### src/rtl/cpuPkg.sv
`default_nettype none

package cpuPkg;

	localparam int wordSize = 16;
	localparam int numRegs = 4;

	// opcodes, instruction bits 15:12
	localparam logic [3:0] bneOp = 4'd0;
	localparam logic [3:0] beqOp = 4'd1;
	localparam logic [3:0] bgzOp = 4'd2;
	localparam logic [3:0] blzOp = 4'd3;
	localparam logic [3:0] adiOp = 4'd4;
	localparam logic [3:0] oriOp = 4'd5;
	localparam logic [3:0] lhiOp = 4'd6;
	localparam logic [3:0] lwdOp = 4'd7;
	localparam logic [3:0] swdOp = 4'd8;
	localparam logic [3:0] jmpOp = 4'd9;
	localparam logic [3:0] jalOp = 4'd10;
	localparam logic [3:0] rTypeOp = 4'd15;

	// function codes for rTypeOp
	localparam logic [5:0] addFn = 6'd0;
	localparam logic [5:0] subFn = 6'd1;
	localparam logic [5:0] andFn = 6'd2;
	localparam logic [5:0] orrFn = 6'd3;
	localparam logic [5:0] notFn = 6'd4;
	localparam logic [5:0] tcpFn = 6'd5;
	localparam logic [5:0] shlFn = 6'd6;
	localparam logic [5:0] shrFn = 6'd7;
	localparam logic [5:0] jprFn = 6'd25;
	localparam logic [5:0] jrlFn = 6'd26;
	localparam logic [5:0] wwdFn = 6'd28;
	localparam logic [5:0] hltFn = 6'd29;

	typedef enum logic [2:0] {IF1, IF2, IF3, ID, EX, MEM1, MEM2, WB} microState_t;

	// first eight follow the order of the R-type function codes
	typedef enum logic [3:0] {
		aluAdd, aluSub, aluAnd, aluOr, aluNot, aluTcp, aluShl, aluShr,
		aluPassB, aluShiftHigh
	} aluOp_t;

	typedef struct packed {
		logic [3:0] op;
		logic [1:0] rs;
		logic [1:0] rt;
		logic [1:0] rd;
		logic [5:0] func;
	} rFormat_t;

	typedef struct packed {
		logic [3:0] op;
		logic [1:0] rs;
		logic [1:0] rt;
		logic [7:0] imm;
	} iFormat_t;

	typedef struct packed {
		logic [3:0] op;
		logic [11:0] target;
	} jFormat_t;

	typedef union packed {
		rFormat_t rFormat;
		iFormat_t iFormat;
		jFormat_t jFormat;
	} instruction_t;

	typedef struct packed {
		logic wwd;
		logic jump;
		logic branch;
		logic link;
		logic memToReg;
		logic memRead;
		logic memWrite;
		logic regDst;
		logic aluSrc;
		logic regWrite;
		aluOp_t aluOp;
	} controlWord_t;

endpackage

`default_nettype wire

### src/rtl/controlUnit.sv
`timescale 1ns/1ns
`default_nettype none

module controlUnit (
	input logic clk,
	input logic reset_n,
	input cpuPkg::instruction_t instr,
	input logic branchTaken,
	output cpuPkg::microState_t state,
	output cpuPkg::controlWord_t ctrl,
	output logic halted,
	output logic [15:0] numInst
);
	import cpuPkg::*;

	logic isHalt;
	logic lastState;
	microState_t nextState;

	// decode, independent of the micro-state
	always_comb begin
		ctrl = '0;
		ctrl.aluOp = aluAdd;
		isHalt = 1'b0;
		case (instr.rFormat.op)
			bneOp, beqOp, bgzOp, blzOp: begin
				ctrl.branch = 1'b1;
				ctrl.aluSrc = 1'b1;
				// a taken branch redirects the PC like a jump
				ctrl.jump = branchTaken;
			end
			adiOp: begin
				ctrl.aluSrc = 1'b1;
				ctrl.regWrite = 1'b1;
			end
			oriOp: begin
				ctrl.aluSrc = 1'b1;
				ctrl.regWrite = 1'b1;
				ctrl.aluOp = aluOr;
			end
			lhiOp: begin
				ctrl.aluSrc = 1'b1;
				ctrl.regWrite = 1'b1;
				ctrl.aluOp = aluShiftHigh;
			end
			lwdOp: begin
				ctrl.aluSrc = 1'b1;
				ctrl.memRead = 1'b1;
				ctrl.memToReg = 1'b1;
				ctrl.regWrite = 1'b1;
			end
			swdOp: begin
				ctrl.aluSrc = 1'b1;
				ctrl.memWrite = 1'b1;
			end
			jmpOp: begin
				ctrl.jump = 1'b1;
				ctrl.aluOp = aluPassB;
			end
			jalOp: begin
				ctrl.jump = 1'b1;
				ctrl.link = 1'b1;
				ctrl.memToReg = 1'b1;
				ctrl.regWrite = 1'b1;
				ctrl.aluOp = aluPassB;
			end
			rTypeOp: begin
				case (instr.rFormat.func)
					addFn, subFn, andFn, orrFn, notFn, tcpFn, shlFn, shrFn: begin
						ctrl.regDst = 1'b1;
						ctrl.regWrite = 1'b1;
						ctrl.aluOp = aluOp_t'(instr.rFormat.func[3:0]);
					end
					jprFn: ctrl.jump = 1'b1;
					jrlFn: begin
						ctrl.jump = 1'b1;
						ctrl.link = 1'b1;
						ctrl.memToReg = 1'b1;
						ctrl.regWrite = 1'b1;
					end
					wwdFn: ctrl.wwd = 1'b1;
					hltFn: isHalt = 1'b1;
					default: ;
				endcase
			end
			default: ;
		endcase
	end

	// sequencing, also decides which instructions skip MEM or WB
	always_comb begin
		nextState = IF1;
		lastState = 1'b0;
		case (state)
			IF1: nextState = IF2;
			IF2: nextState = IF3;
			IF3: nextState = ID;
			ID: begin
				lastState = ctrl.wwd || isHalt;
				// halt parks the sequencer in ID
				if (isHalt)
					nextState = ID;
				else if (!ctrl.wwd)
					nextState = EX;
			end
			EX: begin
				if (ctrl.memRead || ctrl.memWrite)
					nextState = MEM1;
				else if (ctrl.regWrite)
					nextState = WB;
				else
					lastState = 1'b1;
			end
			MEM1: nextState = MEM2;
			MEM2: begin
				if (ctrl.memRead)
					nextState = WB;
				else
					lastState = 1'b1;
			end
			WB: lastState = 1'b1;
			default: nextState = IF1;
		endcase
	end

	always_ff @(posedge clk) begin
		if (!reset_n) begin
			state <= IF1;
			halted <= 1'b0;
			numInst <= '0;
		end else if (!halted) begin
			state <= nextState;
			if (state == ID && isHalt)
				halted <= 1'b1;
			if (lastState)
				numInst <= numInst + 1'b1;
		end
	end

endmodule

`default_nettype wire

### config.mk
export PLATFORM = sky130hd
export DESIGN_NAME = controlUnit
export DESIGN_NICKNAME = d
export VERILOG_FILES = /design/src/rtl/cpuPkg.sv /design/src/rtl/controlUnit.sv
export SDC_FILE = /design/constraint.sdc
export NUM_CORES = 1
export LEC_CHECK = 0
export ABC_AREA = 1
export BUFFER_PORTS_ARGS = -buffer_cell sky130_fd_sc_hd__buf_4
export CAP_MARGIN = 0
export CORE_MARGIN = 2
export CORE_UTILIZATION = 54
export DETAILED_ROUTE_END_ITERATION = 10
export GPL_TIMING_DRIVEN = 0
export PLACE_DENSITY = 0.87
export SLEW_MARGIN = 10
export SYNTH_ARGS = -nofsm -noshare
export SYNTH_HDL_FRONTEND = slang
export SYNTH_SLANG_ARGS = --single-unit
### constraint.sdc
create_clock -name clk -period 2.9 [get_ports clk]
set_input_delay 0.435 -clock clk [delete_from_list [all_inputs] [get_ports clk]]
set_output_delay 0.435 -clock clk [all_outputs]
set_load 0.1 [all_outputs]
# [Word level (Yosys, flattened, before mapping)]
# Cells that the tools add are included.
[op_classes] n_reduce_logical=15 n_bitwise=1 n_mux=31 n_addsub=1 eq_ne=29
[ops] cell="6-bit by 3-bit equality test with 1-bit output (second input constant)" count=4
[ops] cell="6-bit by 5-bit equality test with 1-bit output (second input constant)" count=4
[ops] cell="3-bit one-hot mux with 7 select lines" count=1
[ops] cell="9-bit OR reduction" count=2
[ops] cell="1-bit two-way mux" count=17
[ops] cell="16-bit by 1-bit adder with 16-bit output (second input constant)" count=1
[ops] cell="4-bit by 3-bit equality test with 1-bit output (second input constant)" count=4
[ops] cell="4-bit equality test (second input constant)" count=4
[ops] cell="4-bit one-hot mux with 4 select lines" count=1
[ops] cell="3-bit two-way mux" count=5
[ops] cell="3-bit equality test (second input constant)" count=4
[ops] cell="6-bit by 2-bit equality test with 1-bit output (second input constant)" count=2
[ops] cell="4-bit by 2-bit equality test with 1-bit output (second input constant)" count=2
[ops] cell="8-bit OR reduction" count=1
[ops] cell="3-bit by 2-bit equality test with 1-bit output (second input constant)" count=2
[ops] cell="6-bit by 1-bit equality test with 1-bit output (second input constant)" count=1
[ops] cell="6-bit zero test" count=1
[ops] cell="1-bit one-hot mux with 2 select lines" count=3
[ops] cell="2-bit OR reduction" count=3
[ops] cell="5-bit OR reduction" count=1
[ops] cell="4-bit by 1-bit equality test with 1-bit output (second input constant)" count=1
[ops] cell="4-bit zero test" count=1
[ops] cell="4-bit two-way mux" count=1
[ops] cell="1-bit one-hot mux with 4 select lines" count=1
[ops] cell="9 further kinds" count=10
[word_totals] elab_cells=80 input_bits=19 reg_bits=20

# [Logic depth before layout (Yosys ltp)]
# Gate-level depths: netlist (run 1).
[depth] ltp_word=8 ltp_mapped=13 mapped_depth_nobuf=12

# [Least setup slack after synthesis (run 1)]
# OpenSTA, ideal clock, no wires.
[synth_timing] kind="input to output" startpoint="input instr[13] (netlist name)" endpoint="output ctrl[1] (netlist name)" required_ns=2.465 path_buffers=0 setup_slack_ns=-1.279 t_arrival_ns=3.744 stages=6 path_cell_list="nand2_4 -> inv_2 -> nand2_1 -> nor2_2 -> inv_1 -> o21ai_0"
[synth_lines] item="from (decl)" line="controlUnit.sv:7" text="input cpuPkg::instruction_t instr,"
[synth_lines] item="to (decl)" line="controlUnit.sv:10" text="output cpuPkg::controlWord_t ctrl,"

==> results.cfg, run 1 <==
[setup_path]
arrival_ns = 1.44
required_ns = 2.47
startpoint_type = input port
worstSetupEndpointType = primary output
path_max_fanout = 3
critical_path_class = in -> out

[pwr]
p_switching_uw = 229
p_leak_uw = 0.000870
clkPwrFrac_pct = 21.3
irDropWorstVdd_mv = 0.260
combinationalPowerShare_pct = 31.5
p_sw_share_pct = 37.9
power_density_nw_per_um2 = 304
seq_power_share_pct = 47.2
p_int_uw = 376
power_uw = 606

[floorplan]
dieHeight_um = 57.8
io_pins = 53
core_um2 = 2760
dieArea_um2 = 3350
core.rowCount = 19
initial_core_util_pct = 56.8
chipWidth_um = 57.8

[placed_design]
hpwl_um = 2930
gp_congestion = 0.929
dp_slack_ns = 1.02
io_buffers = 46

[status]
outcome = complete, no violations

[yosys]
ys_ff_latch = 20
seq_area_frac_synth_pct = 25.6
synth_xor_area_share_pct = 7.83
synth-simple-area-share_pct = 42.4
synth_top_family_by_area = simple AND/OR/NAND/NOR gates
syn_nets = 252
synthDistinctLibCells = 30
avgSynthCellArea_um2 = 6.75
yosysWarnings = 0
synth_adder_area_share_pct = 0.799
synth_compound_area_share_pct = 11.9
synthCells = 232
syn_area_um2 = 1570
yosys-mux-area-fraction_pct = 0

[timing]
relSlewSlack_pct = 57.4
period_share_pct = 64.6
finalCriticalPeriod_ns = 1.87
worst_pin_slew_ns = 0.639
final-hold-violation-count = 0
maxSlewViolCount = 0
setup_violations = 0
rsz0062_at_grt = false
max_freq_mhz = 534
fin_ws_ns = 1.03
finClkSkew_ns = 0.00402

[routing]
dr.pass1.iters = 4
via_count = 1644
wirelength_um = 3680
drc = 0
wl_per_cell_um = 11.8
ant_nets = 0
vias_per_cell = 5.27
drtIter0Drc = 49

[finish]
area_delta_synth_final_pct = 27.5
multi_input_area_um2 = 1010
num_antenna_cells = 0
fin_util_pct = 72.4
ff_latch_area_um2 = 400
drive_above_1_share_pct = 33.5
nFillCells = 230
nets = 303

[global_routing]
grt_max_degree = 11
grt_first_pass_wirelength_um = 6250
gr-total-overflow = 0
antenna_found_initial = 0
first_global_vias = 1430
grt_usage_pct = 23.4

[clock_network]
ctsResizeCount = 0
numCtsBuffers = 3
ctsHoldBuffers = 0
clock_latency_ns = 0.30
clk_pin_slew_worst_paths_ns = 0.10
cts_buffer_depth = 2
clkSinkCount = 20
cts_tree = built
cts_setup_buffers = 0
htreeDepth = 1
clock-root-buffer = clkbuf_4

[flow_run]
maxCapViolations = 0

[worst_hold_path]
hold_class = reg -> reg
-- metrics by stage --
step	hold WS, ns	std cells	instance area [um^2]	setup TNS [ns]
after floorplan	0.735	232	1590	-0.361
after global placement	0.469	309	1970	0
after detailed placement	0.476	309	1970	0
after CTS	0.493	312	2000	0
after global routing	0.521	312	2000	0
final	0.492	312	2000	0
-- per-layer routing --
layer  part of all wire [%]  global-route usage, %
met1                     44                   32.1
met3                    9.6                   3.79
met2                     45                   36.9
met4                    1.9                   8.97
met5                      0                      0
-- registers in the layout, indices dropped and copies added, names as in the netlist --
| name | count |
|---|---|
| state | 3 |
| numInst | 16 |
| halted | 1 |
-- Yosys cell counts (all sizes together) --
library cell | n | share of area (%)
nor2 | 27 | 8.2
buf | 3 | 3.0
o21ai | 3 | 0.96
a31oi | 1 | 0.40
clkbuf | 3 | 0.96
and3 | 1 | 0.40
nand3 | 33 | 11
ha | 1 | 0.80
a21oi | 20 | 8.8
xnor2 | 7 | 3.9
inv | 31 | 7.4
nor3b | 1 | 0.80
a22oi | 1 | 0.80
xor2 | 7 | 3.9
nor3 | 6 | 1.9
nand2 | 63 | 19
o211ai | 2 | 0.96
dfxtp | 20 | 26
nand4 | 2 | 0.80
-- layout by cell type, fill, tap and decap left out --
master	count
a21oi_1	10
a21oi_2	10
a22oi_2	1
a31oi_1	1
and3_1	1
buf_12	2
buf_4	47
clkbuf_1	2
clkbuf_4	4
dfxtp_1	20
ha_1	1
inv_1	25
inv_2	6
nand2_1	46
nand2_2	13
nand2_4	2
nand2_8	2
nand3_1	31
nand3_2	2
nand4_1	2
nor2_1	23
nor2_2	1
nor2_4	2
nor2_8	1
nor3_1	6
nor3b_2	1
o211ai_1	2
o21ai_0	1
o21ai_1	2
xnor2_1	7
xor2_1	7
-- worst max-delay path, stage by stage --
cell	delay, ns
buf_4	0.11
inv_1	0.05
nand2_1	0.06
nor2_1	0.18
nand3_2	0.11
nand2_2	0.09
inv_2	0.05
nand2_1	0.07
buf_4	0.29
-- cells by family (layout without fill, tap and decap cells) --
| family | Yosys count | count (layout) |
|---|---|---|
| buf+inv | 37 | 86 |
| xor+xnor | 14 | 14 |
| flops | 20 | 20 |
| simple gates | 133 | 133 |
| fa+ha+maj | 1 | 1 |
| compound gates | 27 | 27 |
-- final timing paths --
path	from	endpoint	cells after the start	slack, ns
max	instr[5]	ctrl[4]	9	1.03
min	numInst[13]	numInst[13]	2	0.49
max reg2reg	numInst[0]	numInst[14]	7	1.06
min reg2reg	numInst[13]	numInst[13]	2	0.49
-- power groups by stage --
stage / Combinational (uW) / Clock (uW) / Sequential, uW
after floorplan: 116 / 0 / 320
after global placement: 190 / 0 / 292
after detailed placement: 191 / 0 / 292
after CTS: 192 / 135 / 286
after global routing: 202 / 147 / 287
final: 191 / 129 / 286
-- layout make-up --
type / count / share of cell area [%]
inverter: 31 / 5.83
timing repair buffer: 46 / 17.3
tap: 31 / 1.94
clock buffer: 3 / 1.13
buffer: 6 / 3.13
multi-input combinational: 175 / 50.6
sequential: 20 / 20.1
Note: power is estimated with default switching activity, not from simulation.
==> inputs of run 2 (changes only) <==
--- a/config.mk
+++ b/config.mk
@@ -9,10 +9,10 @@
 export BUFFER_PORTS_ARGS = -buffer_cell sky130_fd_sc_hd__buf_4
 export CAP_MARGIN = 0
 export CORE_MARGIN = 2
-export CORE_UTILIZATION = 54
+export CORE_UTILIZATION = 45
 export DETAILED_ROUTE_END_ITERATION = 10
 export GPL_TIMING_DRIVEN = 0
-export PLACE_DENSITY = 0.87
+export PLACE_DENSITY = 0.78
 export SLEW_MARGIN = 10
 export SYNTH_ARGS = -nofsm -noshare
 export SYNTH_HDL_FRONTEND = slang
==> constraint.sdc (replaced) <==
create_clock -name clk -period 1.55 [get_ports clk]
set_input_delay 0.2325 -clock clk [delete_from_list [all_inputs] [get_ports clk]]
set_output_delay 0.2325 -clock clk [all_outputs]
set_load 0.1 [all_outputs]
==> run 2 against run 1 <==
Compared with the run above:
- global-route usage fell by 3.0 points
- via count rose by 5.2%
- clock-buffer cell count rose by 1
- non-clock buffer count rose by 12
- worst hold slack got worse by 0.055 ns
- final area rose by 19%
- critical path type is now reg -> reg
- critical endpoint is now numInst[11]
==> results.cfg, run 2 (synthesized netlist as in run 1, its figures left out) <==
[finish]
num_antenna_cells = 0
fin_cells = 341
area_delta_synth_final_pct = 51.9
final_cell_mix = buf_4 (56), nand2_1 (42), inv_1 (23), nor2_1 (19), nand3_2 (16)
final_common_cell = buf_4
fin_area_um2 = 2380
largest_registers = numInst: 16 flops, state: 3 flops, halted: 1 flops
drive_above_1_share_pct = 52.9
multi_input_area_um2 = 1210
nets = 316
largest_reg_flops = 16
top_register = numInst
nFillCells = 271
fin_util_pct = 71.2
ff_latch_area_um2 = 437

[placed_design]
gp_congestion = 0.909
io_buffers = 46
place_inst = 324
placed_area_um2 = 2070
hpwl_um = 2920

[global_routing]
grt_max_degree = 17
first_global_vias = 1506
grt_first_pass_wirelength_um = 6680
grt_usage_pct = 20.4
antenna_found_initial = 0
gr-total-overflow = 0

[setup_path]
critical_path_class = reg -> reg
worstSetupEndpointType = flip-flop
arrival_ns = 1.69
required_ns = 1.72
path_max_fanout = 5
startpoint_type = flip-flop

[clock_network]
numCtsBuffers = 3
clkSinkCount = 20
htreeDepth = 1
clock_latency_ns = 0.29
clock-root-buffer = clkbuf_4
cts_buffer_depth = 2
clk_pin_slew_worst_paths_ns = 0.11
cts_tree = built

[timing]
worst_pin_slew_ns = 0.598
holdWs_ns = 0.438
setup_violations = 0
rsz0062_at_grt = true
final-hold-violation-count = 0
period_share_pct = 98.0
max_freq_mhz = 659
maxSlewViolCount = 0
relSlewSlack_pct = 60.1
finalCriticalPeriod_ns = 1.52
finClkSkew_ns = 0.00395

[pwr]
clkPwrFrac_pct = 21.1
combinationalPowerShare_pct = 34.7
p_int_uw = 740
p_sw_share_pct = 38.2
seq_power_share_pct = 44.2
power_uw = 1200
power_density_nw_per_um2 = 503
irDropWorstVdd_mv = 0.334
p_switching_uw = 457
p_leak_uw = 0.000963

[floorplan]
chipWidth_um = 63.0
io_pins = 53
dieArea_um2 = 3970
initial_core_util_pct = 46.9
core.rowCount = 21
dieHeight_um = 63.0
core_um2 = 3340

[flow_run]
maxCapViolations = 0

[routing]
drtIter0Drc = 34
drc = 0
via_count = 1729
dr.pass1.iters = 4
wl_per_cell_um = 12.3
wirelength_um = 4210
vias_per_cell = 5.07
ant_nets = 0

[status]
outcome = complete, no violations

[worst_hold_path]
hold_class = in -> reg
## run 2: cell types whose count changed in the layout (fill, tap and decap cells not counted), sizes merged
| cell | delta |
|---|---|
| clkbuf | +2 |
| buf | +11 |
| nand2 | +1 |
## run 2: final cells by class
type	count	share of cell area, %
Multi-Input combinational cell	176	51.1
Buffer	5	1.79
Inverter	31	5.00
Tap cell	46	2.42
Timing Repair Buffer	59	20.2
Clock buffer	4	1.11
Sequential cell	20	18.4
## run 2: path summary, 6_finish.rpt
path / cells past startpoint / endpoint / start / slack, ns
worst max-delay path: 10 / numInst[11] / state[0] / 0.03
worst min-delay path: 5 / halted / instr[0] / 0.44
worst max register to register: 10 / numInst[11] / state[0] / 0.03
worst min register to register: 2 / numInst[13] / numInst[13] / 0.48
## run 2: routing by layer
metal	global-route usage (%)	vias to the layer above	wire, um
li1	-	880	-
met1	26.9	785	1870
met2	34.4	60	2050
met3	2.88	4	245
met4	6.11	0	40
met5	0	-	0
## run 2: power by group through the flow
| stage | clock, uW | combinational, uW | sequential [uW] |
|---|---|---|---|
| floorplan | 0 | 224 | 595 |
| finish | 253 | 415 | 529 |
| CTS | 264 | 379 | 527 |
| global route | 287 | 438 | 531 |
| detailed placement | 0 | 369 | 541 |
| global placement | 0 | 366 | 541 |
## run 2: per-stage QoR
step / setup slack [ns] / TNS [ns]
global placement: -0.155 / -1.59
global route: -0.0806 / -0.687
detailed placement: -0.178 / -1.95
floorplan: -1.19 / -7.30
finish: 0.0316 / 0
CTS: 0.000976 / 0
## run 2: timing repair
item	4_1_cts	5_1_grt
resized for setup	2	33
endpoints found under the setup margin	10	18
gates cloned	0	2
pin swaps	3	21
hold buffers	0	0
setup buffers	5	7
## run 2: critical path, cell delays in order (launching register included)
cell	delay, ns
dfxtp_4	0.36
buf_4	0.14
nand2_1	0.08
inv_2	0.05
a22oi_2	0.16
nand2_1	0.08
inv_2	0.09
nand2_8	0.10
clkbuf_16	0.18
nand3_1	0.08
a21oi_2	0.05
